### src/design/corr_pkg.sv
package corr_pkg;

   // ----------------------------------------
   // Array and accumulator sizes
   // ----------------------------------------
   // Antennas per sample strobe
   localparam int ANT_COUNT = 24;

   // Pairs visited per pass, one per clock
   localparam int PAIR_COUNT = 12;
   localparam int INDEX_BITS = 4;

   // Each half of a visibility, wraps modulo 2^ACCUM_BITS
   localparam int ACCUM_BITS = 12;

   // Sine in upper half, cosine in lower half
   localparam int VIS_BITS = 2 * ACCUM_BITS;

   // Last pair index of a pass
   localparam logic [INDEX_BITS-1:0] LAST_PAIR = INDEX_BITS'(PAIR_COUNT - 1);

   // ----------------------------------------
   // Pair table
   // ----------------------------------------
   // Antenna number width, and one entry is {b, a}
   localparam int ANT_SEL_BITS = 5;
   localparam int PAIR_BITS = 2 * ANT_SEL_BITS;

   // Entry k sits at bits [k*PAIR_BITS +: PAIR_BITS]
   // Disjoint neighbour pairs, entry 11 first
   localparam logic [PAIR_COUNT*PAIR_BITS-1:0] PAIR_TABLE = {
      5'd23, 5'd22,
      5'd21, 5'd20,
      5'd19, 5'd18,
      5'd17, 5'd16,
      5'd15, 5'd14,
      5'd13, 5'd12,
      5'd11, 5'd10,
      5'd09, 5'd08,
      5'd07, 5'd06,
      5'd05, 5'd04,
      5'd03, 5'd02,
      5'd01, 5'd00
   };

   // Sequencer FSM states
   typedef enum logic [0:0] {
      SEQ_IDLE,
      SEQ_RUN
   } seq_state_t;

endpackage

### src/design/corr_sample_if.sv
`timescale 1ns/10ps

// One time-multiplexed slot of the sample stream
interface corr_sample_if;

   // Slot valid, rd names the pair this cycle
   logic                            en;
   // Clear request, steady over a whole pass
   logic                            sw;
   logic [corr_pkg::INDEX_BITS-1:0] rd;

   // Latched antenna words, held for the pass
   logic [corr_pkg::ANT_COUNT-1:0]  re;
   logic [corr_pkg::ANT_COUNT-1:0]  im;

   // Sequencer side
   modport seq (output en, sw, rd, re, im);

   // Correlator side
   modport corr (input en, sw, rd, re, im);

endinterface

### src/design/corr_sequencer.sv
`timescale 1ns/10ps

module corr_sequencer (
   input  logic                           clk_x,
   input  logic                           rst_n,
   input  logic                           stb,
   input  logic                           sw_req,
   input  logic [corr_pkg::ANT_COUNT-1:0] re,
   input  logic [corr_pkg::ANT_COUNT-1:0] im,
   corr_sample_if.seq                     smp
);

   corr_pkg::seq_state_t            state;
   logic [corr_pkg::INDEX_BITS-1:0] cnt;
   logic                            sw_pend;
   logic                            sw_pass;
   logic [corr_pkg::ANT_COUNT-1:0]  re_q;
   logic [corr_pkg::ANT_COUNT-1:0]  im_q;

   // ----------------------------------------
   // Pass control
   // ----------------------------------------
   always_ff @(posedge clk_x or negedge rst_n) begin
      if (!rst_n) begin
         state   <= corr_pkg::SEQ_IDLE;
         cnt     <= '0;
         sw_pend <= 1'b0;
         sw_pass <= 1'b0;
      end else begin
         // Remember a clear until a pass picks it up
         if (sw_req) begin
            sw_pend <= 1'b1;
         end

         case (state)
            corr_pkg::SEQ_IDLE: begin
               if (stb) begin
                  state   <= corr_pkg::SEQ_RUN;
                  cnt     <= '0;
                  // Same-edge request also counts for this pass
                  sw_pass <= sw_pend | sw_req;
                  sw_pend <= 1'b0;
               end
            end
            corr_pkg::SEQ_RUN: begin
               if (cnt == corr_pkg::LAST_PAIR) begin
                  state   <= corr_pkg::SEQ_IDLE;
                  cnt     <= '0;
                  sw_pass <= 1'b0;
               end else begin
                  cnt <= cnt + 1'b1;
               end
            end
            default: begin
               state <= corr_pkg::SEQ_IDLE;
            end
         endcase
      end
   end

   // Sample words, held over the pass
   always_ff @(posedge clk_x) begin
      if (stb && state == corr_pkg::SEQ_IDLE) begin
         re_q <= re;
         im_q <= im;
      end
   end

   // ----------------------------------------
   // Slot outputs
   // ----------------------------------------
   assign smp.en = (state == corr_pkg::SEQ_RUN);
   assign smp.sw = sw_pass;
   assign smp.rd = cnt;
   assign smp.re = re_q;
   assign smp.im = im_q;

   // Strobes at least PAIR_COUNT + 1 cycles apart
   a_stb_spacing: assert property (
      @(posedge clk_x) disable iff (!rst_n)
      stb |=> (!stb) [*corr_pkg::PAIR_COUNT]
   ) else $error("stb arrived while a pass was running");

endmodule

### src/design/corr_cos_sin.sv
`timescale 1ns/10ps

module corr_cos_sin (
   input  logic                            clk_x,
   input  logic                            rst_n,
   input  logic                            en,
   input  logic                            ar,
   input  logic                            br,
   input  logic                            bi,
   input  logic [corr_pkg::ACCUM_BITS-1:0] dcos,
   input  logic [corr_pkg::ACCUM_BITS-1:0] dsin,
   output logic                            valid,
   output logic [corr_pkg::ACCUM_BITS-1:0] qcos,
   output logic [corr_pkg::ACCUM_BITS-1:0] qsin
);

   logic cos_hit;
   logic sin_hit;

   // One-bit products, XNOR means same sign
   assign cos_hit = ar ~^ br;
   assign sin_hit = ar ~^ bi;

   always_ff @(posedge clk_x or negedge rst_n) begin
      if (!rst_n) begin
         valid <= 1'b0;
      end else begin
         valid <= en;
      end
   end

   // Sums wrap at the accumulator width
   always_ff @(posedge clk_x) begin
      if (en) begin
         qcos <= dcos + {{(corr_pkg::ACCUM_BITS-1){1'b0}}, cos_hit};
         qsin <= dsin + {{(corr_pkg::ACCUM_BITS-1){1'b0}}, sin_hit};
      end
   end

endmodule

### src/design/accum_ram.sv
`timescale 1ns/10ps

module accum_ram #(
   parameter int DEPTH = 16
) (
   input  logic                            clk_x,
   input  logic                            rst_n,
   input  logic                            we,
   input  logic [corr_pkg::INDEX_BITS-1:0] waddr,
   input  logic [corr_pkg::ACCUM_BITS-1:0] wdata,
   input  logic [corr_pkg::INDEX_BITS-1:0] raddr,
   output logic [corr_pkg::ACCUM_BITS-1:0] rdata
);

   logic [corr_pkg::ACCUM_BITS-1:0] mem [DEPTH];

   // Needs a word for every pair
   if (DEPTH < corr_pkg::PAIR_COUNT) begin : g_depth_check
      $error("accum_ram DEPTH below PAIR_COUNT");
   end

   // Cleared by reset so the first pass starts from zero
   always_ff @(posedge clk_x or negedge rst_n) begin
      if (!rst_n) begin
         for (int i = 0; i < DEPTH; i++) begin
            mem[i] <= '0;
         end
      end else if (we) begin
         mem[waddr] <= wdata;
      end
   end

   // Read port, no clock
   assign rdata = mem[raddr];

   a_waddr_range: assert property (
      @(posedge clk_x) disable iff (!rst_n)
      we |-> waddr < DEPTH
   ) else $error("accum_ram write past DEPTH");

endmodule

### src/design/corr_block.sv
`timescale 1ns/10ps

module corr_block (
   input  logic                            clk_x,
   input  logic                            rst_n,
   corr_sample_if.corr                     smp,
   output logic                            vld,
   output logic [corr_pkg::VIS_BITS-1:0]   vis,
   output logic [corr_pkg::INDEX_BITS-1:0] vis_idx
);

   logic [corr_pkg::PAIR_BITS-1:0]    pair_sel;
   logic [corr_pkg::ANT_SEL_BITS-1:0] a_idx;
   logic [corr_pkg::ANT_SEL_BITS-1:0] b_idx;

   // Stage 1 registers
   logic                              go;
   logic                              ar;
   logic                              br;
   logic                              bi;
   logic [corr_pkg::INDEX_BITS-1:0]   idx1;
   logic [corr_pkg::ACCUM_BITS-1:0]   dcos;
   logic [corr_pkg::ACCUM_BITS-1:0]   dsin;

   // Accumulator store and stage 2
   logic [corr_pkg::ACCUM_BITS-1:0]   rd_cos;
   logic [corr_pkg::ACCUM_BITS-1:0]   rd_sin;
   logic [corr_pkg::ACCUM_BITS-1:0]   qcos;
   logic [corr_pkg::ACCUM_BITS-1:0]   qsin;
   logic [corr_pkg::INDEX_BITS-1:0]   idx2;

   // ----------------------------------------
   // Pair lookup
   // ----------------------------------------
   assign pair_sel = corr_pkg::PAIR_TABLE[smp.rd * corr_pkg::PAIR_BITS +: corr_pkg::PAIR_BITS];
   assign {b_idx, a_idx} = pair_sel;

   // ----------------------------------------
   // Stage 1, antenna bits and memory read
   // ----------------------------------------
   always_ff @(posedge clk_x or negedge rst_n) begin
      if (!rst_n) begin
         go <= 1'b0;
      end else begin
         go <= smp.en;
      end
   end

   always_ff @(posedge clk_x) begin
      if (smp.en) begin
         ar   <= smp.re[a_idx];
         br   <= smp.re[b_idx];
         bi   <= smp.im[b_idx];
         idx1 <= smp.rd;
         // Zero input restarts the sum after a switch
         dcos <= smp.sw ? '0 : rd_cos;
         dsin <= smp.sw ? '0 : rd_sin;
      end
   end

   // ----------------------------------------
   // Stage 2, accumulate
   // ----------------------------------------
   corr_cos_sin u_cos_sin (
      .clk_x (clk_x),
      .rst_n (rst_n),
      .en    (go),
      .ar    (ar),
      .br    (br),
      .bi    (bi),
      .dcos  (dcos),
      .dsin  (dsin),
      .valid (vld),
      .qcos  (qcos),
      .qsin  (qsin)
   );

   // Index follows the data into stage 2
   always_ff @(posedge clk_x) begin
      if (go) begin
         idx2 <= idx1;
      end
   end

   // Write back on the edge that ends the vld cycle
   accum_ram u_ram_cos (
      .clk_x (clk_x),
      .rst_n (rst_n),
      .we    (vld),
      .waddr (idx2),
      .wdata (qcos),
      .raddr (smp.rd),
      .rdata (rd_cos)
   );

   accum_ram u_ram_sin (
      .clk_x (clk_x),
      .rst_n (rst_n),
      .we    (vld),
      .waddr (idx2),
      .wdata (qsin),
      .raddr (smp.rd),
      .rdata (rd_sin)
   );

   assign vis     = {qsin, qcos};
   assign vis_idx = idx2;

   // Index from the sequencer stays inside the table
   a_idx_range: assert property (
      @(posedge clk_x) disable iff (!rst_n)
      vld |-> vis_idx < corr_pkg::PAIR_COUNT
   ) else $error("vis_idx out of range with vld high");

endmodule

### src/design/corr_unit.sv
`timescale 1ns/10ps

module corr_unit (
   input  logic                            clk_x,
   input  logic                            rst_n,
   input  logic                            stb,
   input  logic                            sw_req,
   input  logic [corr_pkg::ANT_COUNT-1:0]  re,
   input  logic [corr_pkg::ANT_COUNT-1:0]  im,
   output logic                            vld,
   output logic [corr_pkg::VIS_BITS-1:0]   vis,
   output logic [corr_pkg::INDEX_BITS-1:0] vis_idx
);

   // Slot stream from sequencer to correlator
   corr_sample_if smp ();

   // ----------------------------------------
   // Sequencer and correlator
   // ----------------------------------------
   corr_sequencer u_seq (
      .clk_x  (clk_x),
      .rst_n  (rst_n),
      .stb    (stb),
      .sw_req (sw_req),
      .re     (re),
      .im     (im),
      .smp    (smp.seq)
   );

   // Results two cycles behind each slot
   corr_block u_block (
      .clk_x   (clk_x),
      .rst_n   (rst_n),
      .smp     (smp.corr),
      .vld     (vld),
      .vis     (vis),
      .vis_idx (vis_idx)
   );

endmodule

### config.mk
export PLATFORM = sky130hd
export DESIGN_NAME = corr_unit
export DESIGN_NICKNAME = d
export VERILOG_FILES = /design/src/design/corr_pkg.sv /design/src/design/corr_sample_if.sv /design/src/design/corr_sequencer.sv /design/src/design/corr_cos_sin.sv /design/src/design/accum_ram.sv /design/src/design/corr_block.sv /design/src/design/corr_unit.sv
export SDC_FILE = /design/constraint.sdc
export NUM_CORES = 1
export LEC_CHECK = 0
export BUFFER_PORTS_ARGS = -buffer_cell sky130_fd_sc_hd__buf_2
export CORE_MARGIN = 3
export CORE_UTILIZATION = 50
export DETAILED_ROUTE_END_ITERATION = 10
export GPL_TIMING_DRIVEN = 0
export PLACE_DENSITY = 0.77
export SLEW_MARGIN = 20
export SYNTH_ARGS = -nofsm -noshare
export SYNTH_HDL_FRONTEND = slang
export SYNTH_HIERARCHICAL = 1
export SYNTH_SLANG_ARGS = --single-unit
### constraint.sdc
create_clock -name clk_x -period 8.1 [get_ports clk_x]
set_input_delay 0.405 -clock clk_x [delete_from_list [all_inputs] [get_ports clk_x]]
set_output_delay 0.405 -clock clk_x [all_outputs]
set_load 0.1 [all_outputs]
==> flow_metrics.env, run 1 <==
export IMPL_cp_arrival_ns=3.34
export IMPL_max_cap_violations=0
export IMPL_rsz0062_at_grt="no"
export IMPL_grt_usage_pct=21.80
export IMPL_critPathCaptureType="register"
export IMPL_tightestPinTransition_ns=0.9835
export IMPL_place_ws_ns=5.121
export IMPL_critPathRequiredTime_ns=8.44
export IMPL_r2r_setup_slack_ns=5.09
export IMPL_drc=0
export IMPL_final_common_cell="dfrtp_1"
export IMPL_fin_crit_sh_pct=37.10
export IMPL_grt_max_degree=100
export IMPL_post_cts_setup_buffer_count=0
export IMPL_power_density_mw_per_mm2=427.5
export IMPL_dr_pass1_iters=8
export IMPL_clock_skew_ns=0.01824
export IMPL_rows=75
export IMPL_syn_avg_cell_area_um2=16.46
export IMPL_cts_tree="yes"
export IMPL_cts_sinks=489
export IMPL_cts_htree_levels=2
export IMPL_grt_overflow=0
export IMPL_nFillCells=3120
export IMPL_clock_path_buffers=3
export IMPL_die_area_mm2=0.04606
export IMPL_finalCriticalPeriod_ns=3.005
export IMPL_hpwl_um=31610
export IMPL_outcome="completed"
export IMPL_core_area_mm2=0.04251
export IMPL_wl_um=49890
export IMPL_initial_utilization_pct=51.19
export IMPL_holdCritPathClass="in2reg"
export IMPL_finalSetupViolations=0
export IMPL_worst_ir_drop_vdd_uv=229.0
export IMPL_routedWlPerCell_um=23.70
export IMPL_p_leak_nw=11.14
export IMPL_synth_nets=1380
export IMPL_path_max_fanout=11
export IMPL_multi_input_area_mm2=0.008556
export IMPL_regArea_mm2=0.01272
export IMPL_hold_buffers=38
export IMPL_drive_gt1_share_pct=46.01
export IMPL_grt_pass1_wl_um=77820
export IMPL_layout_nets=1545
export IMPL_area_growth_pct=15.14
export IMPL_netlist_instances=1322
export IMPL_setup_ws_ns=5.095
export IMPL_yosysWarnings=6
export IMPL_final_antenna_net_count=0
export IMPL_synth_area_mm2=0.02176
export IMPL_final_cell_mix="391 x dfrtp_1, 324 x mux2_2, 100 x buf_2"
export IMPL_fmax_mhz=332.8
export IMPL_slew_viol_final=0
export IMPL_cts_buffers=51
export IMPL_die_w_um=214.6
export IMPL_diodes=0
export IMPL_antenna_found_initial=0
export IMPL_port_buffers=69
export IMPL_die_h_um=214.6
export IMPL_start_kind="register"
export IMPL_io_pins=81
export IMPL_hold_viol=0
export IMPL_post_cts_resize_count=0
export IMPL_fin_hold_ws_ns=0.07616
export IMPL_gp_congestion=0.7973
export IMPL_vias=12380
export IMPL_detail_route_iter0_violations=886
export IMPL_clock_latency_ns=0.60
export IMPL_avgViaCountPerCell=5.882
export IMPL_slew_headroom_pct=34.43
export IMPL_first_global_vias=13370
export IMPL_clkSlewWorstSetupHoldPaths_ns=0.06
export IMPL_cts_root_buffer="clkbuf_16"
export IMPL_critical_path_class="reg2reg"
export IMPL_total_power_mw=10.71
-- final timing paths --
path | start | end | cells past startpoint
max | u_seq/smp.rd[1]$_DFFE_PN0P_ | u_block/dcos[4]$_SDFFCE_PP0P_ | 6
min in group asynchronous | rst_n | u_block/u_ram_cos/mem[136]$_DFFE_PN0P_ | 2
min | sw_req | u_seq/sw_pend$_DFF_PN0_ | 3
max in group asynchronous | rst_n | u_block/u_ram_sin/mem[187]$_DFFE_PN0P_ | 5
min reg2reg | u_block/idx1[1]$_DFFE_PP_ | u_block/vis_idx[1]$_DFFE_PP_ | 0
max reg2reg | u_seq/smp.rd[1]$_DFFE_PN0P_ | u_block/dcos[4]$_SDFFCE_PP0P_ | 6
-- sequential cells by signal, indices dropped and copies added (netlist names), 4 cells and up --
register / count
u_block/dcos: 12
u_block/dsin: 12
u_block/idx1: 4
u_block/u_cos_sin/qcos: 12
u_block/u_cos_sin/qsin: 12
u_block/u_ram_cos/mem: 192
u_block/u_ram_sin/mem: 192
u_block/vis_idx: 4
u_seq/smp.im: 13
u_seq/smp.rd: 4
u_seq/smp.re: 24
-- area by class of cell --
cell class                      instances  area share [%]
Inverter                                5         0.07491
Tap cell                              577           2.882
Sequential cell                       489           50.77
Timing Repair Buffer                  112           3.486
Multi-Input combinational cell        739           34.15
Clock inverter                         22           1.014
Clock buffer                           72           5.728
Buffer                                 89           1.898
-- metal layers --
| layer | share of wire (%) | track usage, % | wire length [um] |
|---|---|---|---|
| met1 | 44 | 30.54 | 21890 |
| met4 | 2.6 | 7.186 | 1283 |
| met3 | 5.3 | 3.585 | 2662 |
| met2 | 48 | 35.23 | 24050 |
| met5 | 0 | 0 | 0 |
-- critical path: stages (launching register included) --
cell and delay, ns:
dfrtp_1 0.63, buf_2 0.40, buf_1 0.70, mux4_2 0.42
a22oi_1 0.30, nand2_1 0.14, nor2b_1 0.15
-- power by group --
| group | internal, mW | switching [mW] | total [mW] |
|---|---|---|---|
| logic | 1.97 | 2.14 | 4.11 |
| clock network | 1.37 | 0.973 | 2.34 |
| registers | 3.54 | 0.720 | 4.26 |
| total | 6.88 | 3.83 | 10.7 |
-- stage by stage --
| stage | util (%) | instances | area [um^2] | TNS [ns] |
|---|---|---|---|---|
| after floorplan | - | 1322 | 21760 | 0 |
| after global placement | 53.70 | 1968 | 22830 | -312.43 |
| after detailed placement | 54.07 | 1973 | 22980 | 0 |
| after CTS | 58.94 | 2105 | 25050 | 0 |
| after global routing | 58.94 | 2105 | 25050 | 0 |
| final | 58.94 | 2105 | 25050 | 0 |
Power figures use the tool's default switching activity.
==> run 2: changes to the inputs <==
--- a/config.mk
+++ b/config.mk
@@ -10,7 +10,7 @@
 export CORE_UTILIZATION = 50
 export DETAILED_ROUTE_END_ITERATION = 10
 export GPL_TIMING_DRIVEN = 0
-export PLACE_DENSITY = 0.77
+export PLACE_DENSITY = 0.79
 export SLEW_MARGIN = 20
 export SYNTH_ARGS = -nofsm -noshare
 export SYNTH_HDL_FRONTEND = slang
==> constraint.sdc (replaced) <==
create_clock -name clk_x -period 2.4 [get_ports clk_x]
set_input_delay 0.12 -clock clk_x [delete_from_list [all_inputs] [get_ports clk_x]]
set_output_delay 0.12 -clock clk_x [all_outputs]
set_load 0.1 [all_outputs]
==> run 2 against run 1 <==
Critical path depth shrank 2; cell count up 0.33%; sequential share of layout area down 0.39 points; clock power grew to 3.6 times the previous value; register-to-register slack got worse by 5.0 ns; utilization is 0.47 points higher; die area did not move; non-clock buffer count grew 3.
==> flow_metrics.env, run 2 (same netlist as run 1, synthesis figures left out) <==
export IMPL_worst_ir_drop_vdd_uv=855.8
export IMPL_die_h_um=214.6
export IMPL_slew_headroom_pct=30.61
export IMPL_total_power_mw=36.67
export IMPL_area_growth_pct=16.07
export IMPL_cts_root_buffer="clkbuf_16"
export IMPL_clock_skew_ns=0.03307
export IMPL_clock_latency_ns=0.60
export IMPL_fin_util_pct=59.41
export IMPL_port_buffers=69
export IMPL_wl_um=49130
export IMPL_diodes=0
export IMPL_p_leak_nw=11.23
export IMPL_fin_crit_sh_pct=97.31
export IMPL_nFillCells=3119
export IMPL_core_area_mm2=0.04251
export IMPL_rsz0062_at_grt="yes"
export IMPL_dp_cells=1973
export IMPL_antenna_found_initial=1
export IMPL_grt_max_degree=95
export IMPL_final_common_cell="dfrtp_1"
export IMPL_grt_pass1_wl_um=78110
export IMPL_die_area_mm2=0.04606
export IMPL_initial_utilization_pct=51.19
export IMPL_final_antenna_net_count=0
export IMPL_p_clk_share_pct=23.0
export IMPL_routedWlPerCell_um=23.26
export IMPL_io_pins=81
export IMPL_grt_overflow=0
export IMPL_critPathCaptureType="register"
export IMPL_slew_viol_final=0
export IMPL_pwr_share_comb_pct=37.9
export IMPL_dr_pass1_iters=5
export IMPL_tightestPinTransition_ns=1.038
export IMPL_cts_htree_levels=2
export IMPL_finalCriticalPeriod_ns=2.336
export IMPL_r2r_start="u_block/vis_idx[0]$_DFFE_PP_"
export IMPL_outcome="completed"
export IMPL_final_cells=2112
export IMPL_fmax_mhz=428.2
export IMPL_die_w_um=214.6
export IMPL_drc=0
export IMPL_max_cap_violations=0
export IMPL_power_density_mw_per_mm2=1452
export IMPL_avgViaCountPerCell=5.891
export IMPL_path_max_fanout=19
export IMPL_clkSlewWorstSetupHoldPaths_ns=0.06
export IMPL_hold_viol=0
export IMPL_first_global_vias=13550
export IMPL_layout_nets=1549
export IMPL_cts_tree="yes"
export IMPL_hpwl_um=31490
export IMPL_cp_arrival_ns=2.79
export IMPL_seq_power_share_pct=39.1
export IMPL_start_kind="register"
export IMPL_gp_congestion=0.8050
export IMPL_rows=75
export IMPL_p_sw_share_pct=34.88
export IMPL_p_sw_mw=12.79
export IMPL_cts_sinks=489
export IMPL_rr_worst_depth=4
export IMPL_critPathRequiredTime_ns=2.85
export IMPL_clock_path_buffers=3
export IMPL_critical_path_class="reg2reg"
export IMPL_r2r_setup_slack_ns=0.06
export IMPL_reg2reg_to="u_block/u_ram_sin/mem[32]$_DFFE_PN0P_"
export IMPL_fin_hold_ws_ns=0.07271
export IMPL_cts_buffers=52
export IMPL_power_internal_mw=23.88
export IMPL_finalSetupViolations=0
export IMPL_detail_route_iter0_violations=1026
export IMPL_vias=12440
export IMPL_holdCritPathClass="in2async"
export IMPL_final_cell_mix="387 x dfrtp_1, 324 x mux2_2, 97 x mux4_2"
export IMPL_drive_gt1_share_pct=46.38
export IMPL_grt_usage_pct=21.79
## run 2: metal layers
metal	GRT usage [%]	vias to the layer above	part of all wire, %
met5	0	-	0
li1	-	5310	-
met4	6.099	0	2.4
met2	34.80	418	48
met1	30.40	6629	43
met3	4.988	84	7.3
## run 2: final cells by class
class	instances	area, um^2	area share, %
clock inverter	19	305.3	1.209
clock buffer	79	1505	5.960
inverter	5	18.77	0.07431
tap	577	721.9	2.859
sequential	489	12720	50.38
buffer	89	518.0	2.051
timing repair buffer	115	900.9	3.567
multi-input combinational	739	8561	33.90
## run 2: timing repair
action,4_1_cts,5_1_grt
pin swaps,0,0
endpoints found under the hold margin,265,0
gates resized for setup,14,11
gates cloned,0,0
hold buffers,40,0
endpoints found under the setup margin,24,16
setup buffers,1,0
## run 2: critical path, stage by stage, from the launching register on
cell and delay (ns):
edfxtp_1 0.76, nand2b_1 0.29, nor2_1 0.37, buf_2 0.40
mux2_2 0.38
## run 2: through the flow
| stage | setup TNS [ns] | area (um^2) | setup slack, ns |
|---|---|---|---|
| 2_1_floorplan | 0 | 21770 | 0.08733 |
| 3_3_place_gp | -2424.31 | 22830 | -6.180 |
| 3_5_place_dp | -8.935 | 22980 | -0.4879 |
| 4_1_cts | 0 | 25230 | 0.01711 |
| 5_1_grt | 0 | 25260 | 0.004984 |
| 6_report | 0 | 25260 | 0.06446 |
## run 2: how the worst max path moves through the flow
| stage | cells past startpoint | end | slack [ns] | start |
|---|---|---|---|---|
| detailed placement | 6 | u_block/dcos[5]$_SDFFCE_PP0P_ | -0.49 | u_seq/smp.rd[1]$_DFFE_PN0P_ |
| finish | 4 | u_block/u_ram_sin/mem[32]$_DFFE_PN0P_ | 0.06 | u_block/vis_idx[0]$_DFFE_PP_ |
| floorplan | 4 | u_block/u_ram_cos/mem[37]$_DFFE_PN0P_ | 0.09 | u_block/vis_idx[2]$_DFFE_PP_ |
| global placement | 1 | u_block/u_ram_sin/mem[114]$_DFFE_PN0P_ | -6.18 | rst_n |
| CTS | 6 | u_block/dsin[5]$_SDFFCE_PP0P_ | 0.02 | u_seq/smp.rd[1]$_DFFE_PN0P_ |
| global route | 5 | u_block/dcos[5]$_SDFFCE_PP0P_ | 0.005 | u_seq/smp.rd[3]$_DFFE_PN0P_ |
## run 2: power groups by stage
stage               Sequential [mW]  Clock, mW  Combinational, mW
floorplan                      15.1          0               9.13
global placement               14.2          0               13.2
detailed placement             14.4          0               13.7
CTS                            14.3       8.57               13.9
global route                   14.7       8.97               14.8
finish                         14.3       8.43               13.9
==> run 3: changes to the inputs <==
--- a/config.mk
+++ b/config.mk
@@ -7,10 +7,11 @@
 export LEC_CHECK = 0
 export BUFFER_PORTS_ARGS = -buffer_cell sky130_fd_sc_hd__buf_2
 export CORE_MARGIN = 3
-export CORE_UTILIZATION = 50
+export CORE_UTILIZATION = 30
 export DETAILED_ROUTE_END_ITERATION = 10
 export GPL_TIMING_DRIVEN = 0
-export PLACE_DENSITY = 0.79
+export PLACE_DENSITY = 0.56
+export SKIP_CTS_REPAIR_TIMING = 1
 export SLEW_MARGIN = 20
 export SYNTH_ARGS = -nofsm -noshare
 export SYNTH_HDL_FRONTEND = slang
==> run 3 against run 2 <==
Clock skew is essentially flat; die area grew 65%; flip-flop and latch count is the same; utilization shrank 23 points; setup slack gained 0.024 ns; sequential share of layout area shrank 1.3 points; count of clock-buffer cells in the layout grew 2; power grew 1.9%; via count shrank 2.9%; largest power group is now combinational logic.
==> flow_metrics.env, run 3 (same netlist as run 1, synthesis figures left out) <==
export IMPL_outcome="completed"
export IMPL_die_area_mm2=0.07580
export IMPL_fin_hold_ws_ns=0.02391
export IMPL_hold_viol=0
export IMPL_p_sw_share_pct=35.42
export IMPL_rows=98
export IMPL_tns_ns=0
export IMPL_avgViaCountPerCell=4.837
export IMPL_clkSlewWorstSetupHoldPaths_ns=0.06
export IMPL_drc=0
export IMPL_drive_gt1_share_pct=47.61
export IMPL_rsz0062_at_grt="no"
export IMPL_p_leak_nw=11.33
export IMPL_grt_usage_pct=14.01
export IMPL_detail_route_iter0_violations=763
export IMPL_p_sw_mw=13.23
export IMPL_start_kind="register"
export IMPL_clock_path_buffers=3
export IMPL_wl_um=52860
export IMPL_vias=12070
export IMPL_critical_path_class="reg2reg"
export IMPL_cts_tree="yes"
export IMPL_seq_power_share_pct=38.1
export IMPL_area_growth_pct=19.25
export IMPL_final_cell_mix="387 x dfrtp_1, 324 x mux2_2, 97 x mux4_2"
export IMPL_core_area_mm2=0.07161
export IMPL_hpwl_um=34710
export IMPL_gp_congestion=0.7514
export IMPL_power_density_mw_per_mm2=1439
export IMPL_cts_root_buffer="clkbuf_16"
export IMPL_antenna_found_initial=0
export IMPL_dr_pass1_iters=4
export IMPL_pwr_share_comb_pct=38.2
export IMPL_regArea_mm2=0.01273
export IMPL_clock_latency_ns=0.62
export IMPL_die_w_um=275.3
export IMPL_critPathCaptureType="register"
export IMPL_critPathRequiredTime_ns=2.77
export IMPL_cts_buffers=55
export IMPL_slew_viol_final=0
export IMPL_slew_headroom_pct=45.19
export IMPL_r2r_setup_slack_ns=0.09
export IMPL_diodes=0
export IMPL_die_h_um=275.3
export IMPL_cts_htree_levels=2
export IMPL_max_cap_violations=0
export IMPL_final_antenna_net_count=0
export IMPL_clock_skew_ns=0.03333
export IMPL_nFillCells=6833
export IMPL_holdCritPathClass="in2async"
export IMPL_fmax_mhz=432.6
export IMPL_cp_arrival_ns=2.68
export IMPL_grt_max_degree=101
export IMPL_worst_ir_drop_vdd_uv=595.3
export IMPL_tightestPinTransition_ns=0.8221
export IMPL_first_global_vias=12910
export IMPL_power_internal_mw=24.12
export IMPL_fin_crit_sh_pct=96.31
export IMPL_grt_overflow=0
export IMPL_place_ws_ns=-0.6451
export IMPL_finalCriticalPeriod_ns=2.311
export IMPL_multi_input_area_mm2=0.008571
export IMPL_layout_nets=1557
export IMPL_p_clk_share_pct=23.7
export IMPL_initial_utilization_pct=30.39
export IMPL_routedWlPerCell_um=21.18
export IMPL_setup_ws_ns=0.08851
export IMPL_io_pins=81
export IMPL_path_max_fanout=11
export IMPL_port_buffers=69
export IMPL_finalSetupViolations=0
export IMPL_cts_sinks=489
export IMPL_final_common_cell="dfrtp_1"
export IMPL_grt_pass1_wl_um=80670
run 3: path summary, 6_finish.rpt:
kind | start | end | cells after the start
setup / recovery | u_seq/smp.rd[1]$_DFFE_PN0P_ | u_block/dcos[9]$_SDFFCE_PP0P_ | 6
hold / removal | rst_n | u_block/u_ram_sin/mem[26]$_DFFE_PN0P_ | 2
setup reg to reg | u_seq/smp.rd[1]$_DFFE_PN0P_ | u_block/dcos[9]$_SDFFCE_PP0P_ | 6
hold reg to reg | u_block/idx1[1]$_DFFE_PP_ | u_block/vis_idx[1]$_DFFE_PP_ | 0
max in group asynchronous | rst_n | u_block/u_ram_cos/mem[147]$_DFFE_PN0P_ | 4
min in group clk_x | re[7] | u_seq/smp.re[7]$_DFFE_PP_ | 2
run 3: layout make-up:
cell class	instances	area share, %
well taps	950	4.581
multi-input cells	739	33.03
repair buffers	120	3.742
clock buffers	81	6.220
plain buffers	89	2.044
clock inverters	23	1.263
flip-flops and latches	489	49.05
inverters	5	0.07233
run 3: stage by stage:
| step | std cells | area (um^2) | total power [mW] | util, % |
|---|---|---|---|---|
| after floorplan | 1322 | 21770 | 24.26 | - |
| after global placement | 2341 | 23300 | 28.03 | 32.54 |
| after global routing | 2496 | 25950 | 39.38 | 36.24 |
| after detailed placement | 2347 | 23470 | 28.55 | 32.78 |
| after CTS | 2451 | 25410 | 37.60 | 35.49 |
| final | 2496 | 25950 | 37.35 | 36.24 |
run 3: power groups by stage:
| stage | Combinational, mW | Sequential, mW | Clock, mW |
|---|---|---|---|
| global route | 15.2 | 14.7 | 9.49 |
| global placement | 13.7 | 14.3 | 0 |
| CTS | 14.2 | 14.2 | 9.15 |
| detailed placement | 14.2 | 14.4 | 0 |
| floorplan | 9.13 | 15.1 | 0 |
| finish | 14.3 | 14.2 | 8.86 |
run 3: metal layers:
metal | global-route usage [%] | routed length, um | up-vias
met4 | 3.808 | 1159 | 0
met5 | 0 | 0 | -
met3 | 2.721 | 2137 | 74
li1 | - | - | 5319
met1 | 19.22 | 24330 | 6480
met2 | 22.74 | 25230 | 201
run 3: critical path, stage by stage (launching register included):
cell and delay, ns:
dfrtp_2 0.52, clkbuf_4 0.32, clkbuf_4 0.34, mux4_2 0.36
a22oi_1 0.30, nand2_1 0.10, nor2b_1 0.13
